`src/include/booth_mul_defines.svh`:
```
//************************************************
// Booth multiply cluster widths and depths
//************************************************

`ifndef BOOTH_MUL_DEFINES_SVH
`define BOOTH_MUL_DEFINES_SVH

// Operand width, must be even for radix-4 stepping
`define MUL_DATA_WIDTH 8

// Full signed product width
`define MUL_PROD_WIDTH (2 * `MUL_DATA_WIDTH)

// Tag width and result buffer depth (2 ** tag width)
`define MUL_TAG_WIDTH 3
`define MUL_BUF_DEPTH 8

// Number of multiplier peers
`define MUL_NUM_UNITS 2

`endif

```
`src/logic/booth_mul_pkg.sv`:
```
//************************************************
// Booth multiply cluster request and result types
//************************************************

`default_nettype none

`include "booth_mul_defines.svh"

package booth_mul_pkg;

    // Operand pair with its tag
    typedef struct packed {
        logic        [`MUL_TAG_WIDTH-1:0]  tag;
        logic signed [`MUL_DATA_WIDTH-1:0] x;
        logic signed [`MUL_DATA_WIDTH-1:0] y;
    } mul_req_t;

    // Finished product with the tag it came in with
    typedef struct packed {
        logic        [`MUL_TAG_WIDTH-1:0]  tag;
        logic signed [`MUL_PROD_WIDTH-1:0] product;
    } mul_res_t;

endpackage

`default_nettype wire

```
`src/logic/booth_digit_recode.sv`:
```
//************************************************
// Radix-4 Booth digit recode
// Maps a 3-bit window to 0, +-1 or +-2 times the multiplicand
//************************************************

`timescale 1ns/1ps
`default_nettype none

`include "booth_mul_defines.svh"

module booth_digit_recode (
    input  logic signed [`MUL_PROD_WIDTH-1:0] i_multiplicand,
    input  logic        [2:0]                 i_window,
    output logic signed [`MUL_PROD_WIDTH-1:0] o_partial
);

    logic signed [`MUL_PROD_WIDTH-1:0] w_mcd_x2;

    // Twice the multiplicand, MSB drops off like the product would
    assign w_mcd_x2 = i_multiplicand <<< 1;

    always_comb begin
        case (i_window)
            3'b001,
            3'b010: begin
                o_partial = i_multiplicand;
            end
            3'b011: begin
                o_partial = w_mcd_x2;
            end
            3'b100: begin
                o_partial = -w_mcd_x2;
            end
            3'b101,
            3'b110: begin
                o_partial = -i_multiplicand;
            end
            // 000 and 111 contribute nothing
            default: begin
                o_partial = '0;
            end
        endcase
    end

endmodule

`default_nettype wire

```
`src/logic/booth_seq_mul.sv`:
```
//************************************************
// Sequential radix-4 Booth multiplier
// Two multiplier bits per cycle, stops early on zero window
//************************************************

`timescale 1ns/1ps
`default_nettype none

`include "booth_mul_defines.svh"

module booth_seq_mul (
    input  logic                     i_clk,
    input  logic                     i_rst_n,
    input  logic                     i_start,
    input  booth_mul_pkg::mul_req_t  i_req,
    output logic                     o_busy,
    output logic                     o_done,
    output booth_mul_pkg::mul_res_t  o_res
);

    localparam int STEPS = `MUL_DATA_WIDTH / 2;
    localparam int CNT_W = $clog2(STEPS);

    logic signed [`MUL_PROD_WIDTH-1:0] r_mcd;
    logic        [`MUL_DATA_WIDTH:0]   r_mlr;
    logic signed [`MUL_PROD_WIDTH-1:0] r_acc;
    logic        [`MUL_TAG_WIDTH-1:0]  r_tag;
    logic        [CNT_W-1:0]           r_cnt;
    logic                              r_busy;
    logic                              r_done;

    logic signed [`MUL_PROD_WIDTH-1:0] w_partial;
    logic        [`MUL_DATA_WIDTH:0]   w_mlr_next;
    logic                              w_last;

    booth_digit_recode u_recode (
        .i_multiplicand (r_mcd),
        .i_window       (r_mlr[2:0]),
        .o_partial      (w_partial)
    );

    assign w_mlr_next = r_mlr >> 2;

    // Last step when the count runs out or no nonzero windows remain
    assign w_last = (r_cnt == CNT_W'(STEPS - 1)) || (w_mlr_next == '0);

    always_ff @(posedge i_clk) begin
        if (!i_rst_n) begin
            r_busy <= 1'b0;
            r_done <= 1'b0;
            r_cnt  <= '0;
        end else begin
            r_done <= 1'b0;
            if (!r_busy) begin
                if (i_start) begin
                    r_busy <= 1'b1;
                    r_cnt  <= '0;
                end
            end else begin
                r_cnt <= r_cnt + 1'b1;
                if (w_last) begin
                    r_busy <= 1'b0;
                    r_done <= 1'b1;
                end
            end
        end
    end

    // Operand and accumulator datapath
    always_ff @(posedge i_clk) begin
        if (!r_busy && i_start) begin
            r_mcd <= {{`MUL_DATA_WIDTH{i_req.x[`MUL_DATA_WIDTH-1]}}, i_req.x};
            r_mlr <= {i_req.y, 1'b0};
            r_acc <= '0;
            r_tag <= i_req.tag;
        end else if (r_busy) begin
            r_acc <= r_acc + w_partial;
            r_mcd <= r_mcd <<< 2;
            r_mlr <= w_mlr_next;
        end
    end

    assign o_busy = r_busy;
    assign o_done = r_done;

    // Accumulator holds the final product while idle
    always_comb begin
        o_res.tag     = r_tag;
        o_res.product = r_acc;
    end

    a_done_single: assert property (@(posedge i_clk) disable iff (!i_rst_n)
        o_done |=> !o_done);

    a_done_after_busy: assert property (@(posedge i_clk) disable iff (!i_rst_n)
        o_done |-> $past(o_busy));

endmodule

`default_nettype wire

```
`src/logic/result_arbiter.sv`:
```
//************************************************
// Two-way round-robin result arbiter
// One pending slot per requester, one write per cycle
//************************************************

`timescale 1ns/1ps
`default_nettype none

module result_arbiter #(
    parameter type PAYLOAD_T = booth_mul_pkg::mul_res_t
) (
    input  logic       i_clk,
    input  logic       i_rst_n,
    input  logic [1:0] i_req_pulse,
    input  PAYLOAD_T   i_payload [2],
    output logic       o_wr,
    output PAYLOAD_T   o_wr_payload
);

    PAYLOAD_T   r_slot [2];
    logic [1:0] r_full;
    logic       r_ptr;
    logic [1:0] w_gnt;

    // Pointer only matters when both slots wait
    always_comb begin
        case (r_full)
            2'b01:   w_gnt = 2'b01;
            2'b10:   w_gnt = 2'b10;
            2'b11:   w_gnt = r_ptr ? 2'b10 : 2'b01;
            default: w_gnt = 2'b00;
        endcase
    end

    assign o_wr         = |r_full;
    assign o_wr_payload = w_gnt[1] ? r_slot[1] : r_slot[0];

    always_ff @(posedge i_clk) begin
        if (!i_rst_n) begin
            r_full <= 2'b00;
            r_ptr  <= 1'b0;
        end else begin
            // New pulse refills a slot even as it drains
            r_full <= (r_full & ~w_gnt) | i_req_pulse;
            if (&r_full) begin
                r_ptr <= ~r_ptr;
            end
        end
    end

    always_ff @(posedge i_clk) begin
        for (int i = 0; i < 2; i++) begin
            if (i_req_pulse[i]) begin
                r_slot[i] <= i_payload[i];
            end
        end
    end

    for (genvar g = 0; g < 2; g++) begin : g_slot_chk
        a_no_overflow: assert property (@(posedge i_clk) disable iff (!i_rst_n)
            i_req_pulse[g] |-> (!r_full[g] || w_gnt[g]));
    end

endmodule

`default_nettype wire

```
`src/logic/result_buffer.sv`:
```
//************************************************
// Tag-indexed result buffer
// Valid bit per entry, combinational read, clear by tag
//************************************************

`timescale 1ns/1ps
`default_nettype none

`include "booth_mul_defines.svh"

module result_buffer (
    input  logic                              i_clk,
    input  logic                              i_rst_n,
    input  logic                              i_wr,
    input  booth_mul_pkg::mul_res_t           i_wr_res,
    input  logic        [`MUL_TAG_WIDTH-1:0]  i_rd_tag,
    input  logic                              i_rd_clr,
    output logic signed [`MUL_PROD_WIDTH-1:0] o_rd_product,
    output logic                              o_rd_valid
);

    logic signed [`MUL_PROD_WIDTH-1:0] r_mem [`MUL_BUF_DEPTH];
    logic        [`MUL_BUF_DEPTH-1:0]  r_valid;

    always_ff @(posedge i_clk) begin
        if (i_wr) begin
            r_mem[i_wr_res.tag] <= i_wr_res.product;
        end
    end

    always_ff @(posedge i_clk) begin
        if (!i_rst_n) begin
            r_valid <= '0;
        end else begin
            if (i_rd_clr) begin
                r_valid[i_rd_tag] <= 1'b0;
            end
            // Write comes last so it beats a clear on the same entry
            if (i_wr) begin
                r_valid[i_wr_res.tag] <= 1'b1;
            end
        end
    end

    assign o_rd_product = r_mem[i_rd_tag];
    assign o_rd_valid   = r_valid[i_rd_tag];

endmodule

`default_nettype wire

```
`src/logic/booth_mul_cluster.sv`:
```
//************************************************
// Booth multiply cluster top
// Two multipliers sharing one arbitrated result buffer
//************************************************

`timescale 1ns/1ps
`default_nettype none

`include "booth_mul_defines.svh"

module booth_mul_cluster (
    input  logic                              i_clk,
    input  logic                              i_rst_n,
    input  logic        [`MUL_NUM_UNITS-1:0]  i_start,
    input  booth_mul_pkg::mul_req_t           i_req [`MUL_NUM_UNITS],
    output logic        [`MUL_NUM_UNITS-1:0]  o_busy,
    input  logic        [`MUL_TAG_WIDTH-1:0]  i_rd_tag,
    input  logic                              i_rd_clr,
    output logic signed [`MUL_PROD_WIDTH-1:0] o_rd_product,
    output logic                              o_rd_valid
);

    logic [`MUL_NUM_UNITS-1:0] w_done;
    booth_mul_pkg::mul_res_t   w_res [`MUL_NUM_UNITS];
    logic                      w_wr;
    booth_mul_pkg::mul_res_t   w_wr_res;

    for (genvar u = 0; u < `MUL_NUM_UNITS; u++) begin : g_unit
        booth_seq_mul u_mul (
            .i_clk   (i_clk),
            .i_rst_n (i_rst_n),
            .i_start (i_start[u]),
            .i_req   (i_req[u]),
            .o_busy  (o_busy[u]),
            .o_done  (w_done[u]),
            .o_res   (w_res[u])
        );
    end

    result_arbiter #(
        .PAYLOAD_T (booth_mul_pkg::mul_res_t)
    ) u_arbiter (
        .i_clk        (i_clk),
        .i_rst_n      (i_rst_n),
        .i_req_pulse  (w_done),
        .i_payload    (w_res),
        .o_wr         (w_wr),
        .o_wr_payload (w_wr_res)
    );

    result_buffer u_buffer (
        .i_clk        (i_clk),
        .i_rst_n      (i_rst_n),
        .i_wr         (w_wr),
        .i_wr_res     (w_wr_res),
        .i_rd_tag     (i_rd_tag),
        .i_rd_clr     (i_rd_clr),
        .o_rd_product (o_rd_product),
        .o_rd_valid   (o_rd_valid)
    );

endmodule

`default_nettype wire

```
`config.mk`:
```
export PLATFORM = sky130hd
export DESIGN_NAME = booth_mul_cluster
export DESIGN_NICKNAME = d
export VERILOG_FILES = /design/src/logic/booth_mul_pkg.sv /design/src/logic/booth_digit_recode.sv /design/src/logic/booth_seq_mul.sv /design/src/logic/result_arbiter.sv /design/src/logic/result_buffer.sv /design/src/logic/booth_mul_cluster.sv
export VERILOG_INCLUDE_DIRS = /design/src /design/src/include
export SDC_FILE = /design/constraint.sdc
export NUM_CORES = 1
export LEC_CHECK = 0
export ABC_AREA = 0
export BUFFER_PORTS_ARGS = -buffer_cell sky130_fd_sc_hd__buf_2
export CORE_MARGIN = 5
export CORE_UTILIZATION = 52
export DETAILED_ROUTE_END_ITERATION = 8
export HOLD_SLACK_MARGIN = 0.03
export PLACE_DENSITY = 0.8
export SYNTH_ARGS = -nofsm -noshare
export SYNTH_HDL_FRONTEND = slang
export SYNTH_SLANG_ARGS = --single-unit
```
`constraint.sdc`:
```
create_clock -name i_clk -period 9.48 [get_ports i_clk]
set_clock_uncertainty 0.05 [all_clocks]
set_input_delay 1.896 -clock i_clk [delete_from_list [all_inputs] [get_ports i_clk]]
set_output_delay 1.896 -clock i_clk [all_outputs]
set_load 0.02 [all_outputs]
```
==> out/metrics.yaml <==
critical_path:
  critPathCaptureType: "primary output"
  critPathMaxFanout: 35
  cp_data_required_time_ns: 7.53
  crit_chain: "buf_2 -> mux4_2 -> mux2_2 -> buf_2"
  crit_slowest_cell: "buf_2"
  start_kind: "input port"
  max_stage_delay_ns: 0.82
  arrival_ns: 3.83
  crit_top_cell: "buf_2"
  critical_path_class: "in -> out"
placement:
  preCtsSetupSlack_ns: 3.68
  portBuffers: 64
  dp_cells: 1505
  place_area_um2: 14200
  gp_congestion: 0.895
  hpwl_mm: 19.0
global_route:
  grt_max_degree: 40
  grt_pass1_vias: 8867
  grt_util_all_layers_pct: 19.1
  grt.overflow.total: 0
  grt_pass1_wl_mm: 45.5
  grt_antenna_before_repair: 0
cells_and_area:
  drive_above_1_share_pct: 15.2
  fillers: 2011
  final_nets: 1281
  fin_cells: 1555
  utilization_pct: 58.1
  diodes: 0
  syn_to_final_growth_pct: 10.6
  finalInstanceArea_um2: 15000
run_status:
  outcome: "finished, final reports clean"
clocking:
  clk_latency_ns: 0.55
  cts-root-buf: "clkbuf_16"
  cts_hold_buffers: 0
  clockBufferDepth: 3
  cts.sink_count: 273
  postCtsSetupBuffers: 0
  cts_inserted_buffers: 27
  cts_tree: "built"
  cts_resized: 0
  cts_htree_levels: 1
  clk_pin_slew_ns: 0.06
routing:
  via_per_inst: 5.84
  wl_mm: 28.2
  drt-initial-drc-count: 951
  wl_per_cell_um: 18.2
  drc: 0
  dr.pass1.iters: 6
  postRouteAntennaNets: 0
  via_count: 9088
sta:
  post-route-period-util_pct: 60.9
  worst_hold_slack_ns: 0.375
  fin_tns_setup_ns: 0
  finalCriticalPeriod_ns: 5.77
  setup_viol: 0
  hold_viol: 0
  relSlewSlack_pct: 18.4
  worst_pin_slew_ns: 1.22
  rsz0062_at_grt: "no"
  max_freq_ghz: 0.173
  fin_ws_ns: 3.71
  slew_viol_final: 0
floorplanning:
  die_h_um: 172
  pin_count: 65
  initial_core_util_pct: 52.5
  core-area_um2: 25900
  die-area_um2: 29500
  rows: 59
  die_x_um: 172
pwr:
  p_total_mw: 3.31
  leakage_nw: 5.57
  power.density_nw_per_um2: 220
  ir_drop_mv: 0.142
yosys:
  syn_area_um2: 13600
  synth_warnings: 0
  synth_seq_cells: 273
  postSynthAreaPerCell_um2: 11.7
  ys_seq_area_share_pct: 56.3
  syn-num-nets: 1244
  synth_edf_count: 220
  synth.distinct_cells: 64
  synth-main-ff-cell: "edfxtp_1"
  async_reset_ff_share_pct: 0
  syn_inst: 1162
run:
  maxCapViolCount: 0
worst_hold_path:
  worstHoldPathType: "reg -> reg"
## worst max-delay path, delay by kind of cell
kind | cells | cell delay, ns
buffers and inverters | 2 | 0.98
muxes | 2 | 0.94
## state kept, by name (all words and copies together) (netlist names)
name	flops
g_unit.u_mul.o_busy	2
g_unit.u_mul.o_done	2
g_unit.u_mul.r_acc	32
g_unit.u_mul.r_cnt	4
g_unit.u_mul.r_mcd	32
g_unit.u_mul.r_mlr	18
g_unit.u_mul.r_tag	6
u_arbiter.r_full	2
u_arbiter.r_ptr	1
u_arbiter.r_slot	38
u_buffer.r_mem	128
u_buffer.r_valid	8
## layout make-up
type,instances,area [um2],share of cell area (%)
clock inverter,16,159,1.06
clock buffer,34,722,4.80
tap,335,419,2.79
multi-input combinational,791,5560,36.9
timing repair buffer,75,403,2.68
inverter,31,116,0.773
sequential,273,7670,51.0
## cells by family after synthesis
kind of cell | share of synthesized area [%]
compound gates | 12.6
flops | 56.3
fa+ha+maj | 3.42
xor+xnor | 3.80
simple gates | 12.4
buf+inv | 2.87
mux | 8.57
## placed cells by master (no fill, tap or decap), drive strengths merged, types with 11 or more instances in the layout
master	count
inv	30
a21o	14
o22ai	11
nand3	11
buf	75
a31oi	15
nor2	42
a21oi	53
xnor2	32
a22o	18
o21ai	62
nor2b	11
nand2b	24
and2	19
mux4	34
edfxtp	220
dfxtp	53
o21a	21
ha	34
xor2	27
nand2	201
a211oi	13
mux2i	13
clkbuf	34
mux2	24
nor3	18
## where the power goes
| group | internal (mW) | switching [mW] |
|---|---|---|
| Clock | 0.600 | 0.449 |
| Sequential | 1.40 | 0.115 |
| Combinational | 0.331 | 0.414 |
| Total | 2.33 | 0.978 |
## synth_stat cells (all sizes together), types with 4 or more instances
cell | instances | area [um2]
a211oi | 13 | 97.6
and3 | 5 | 31.3
a22o | 18 | 158
xnor2 | 32 | 280
mux2i | 13 | 130
o21a | 21 | 158
nor3b | 10 | 80.1
a21oi | 53 | 269
nor2 | 42 | 158
inv | 28 | 105
buf | 14 | 75.1
o211ai | 5 | 37.5
mux2 | 24 | 270
nor4 | 7 | 65.1
nand4 | 4 | 25.0
o21bai | 5 | 37.5
o21ai | 62 | 310
a221oi | 10 | 93.8
o31a | 4 | 35.0
nand2 | 201 | 757
nor2b | 11 | 68.8
ha | 34 | 425
a31oi | 15 | 93.8
a2111oi | 4 | 35.0
a21o | 14 | 105
a22oi | 8 | 60.1
dfxtp | 53 | 1060
clkbuf | 53 | 199
mux4 | 34 | 766
nand2b | 24 | 150
nand3 | 11 | 55.1
o22ai | 11 | 68.8
nor3 | 18 | 95.1
edfxtp | 220 | 6610
or3 | 5 | 31.3
xor2 | 27 | 236
and2 | 19 | 119
## path summary, 6_finish.rpt
path	start	end	slack [ns]	cells after the start
max	i_rd_tag[0]	o_rd_valid	3.71	4
min	g_unit[1].u_mul.r_tag[2]$_DFFE_PP_	u_arbiter.r_slot[0][37]$_DFFE_PP_	0.37	0
min reg2reg	g_unit[1].u_mul.r_tag[2]$_DFFE_PP_	u_arbiter.r_slot[0][37]$_DFFE_PP_	0.37	0
max reg2reg	g_unit[1].u_mul.r_mcd[0]$_SDFFCE_PN0P_	g_unit[1].u_mul.r_acc[15]$_SDFFE_PP0P_	4.93	16
## routing by layer
metal / track usage [%] / vias up / wire length [um]
li1: - / 4393 / -
met5: 0 / - / 0
met3: 2.71 / 34 / 1650
met2: 33.5 / 296 / 13900
met4: 3.96 / 0 / 463
met1: 25.7 / 4365 / 12200
Note: power is estimated with default switching activity, not from simulation.
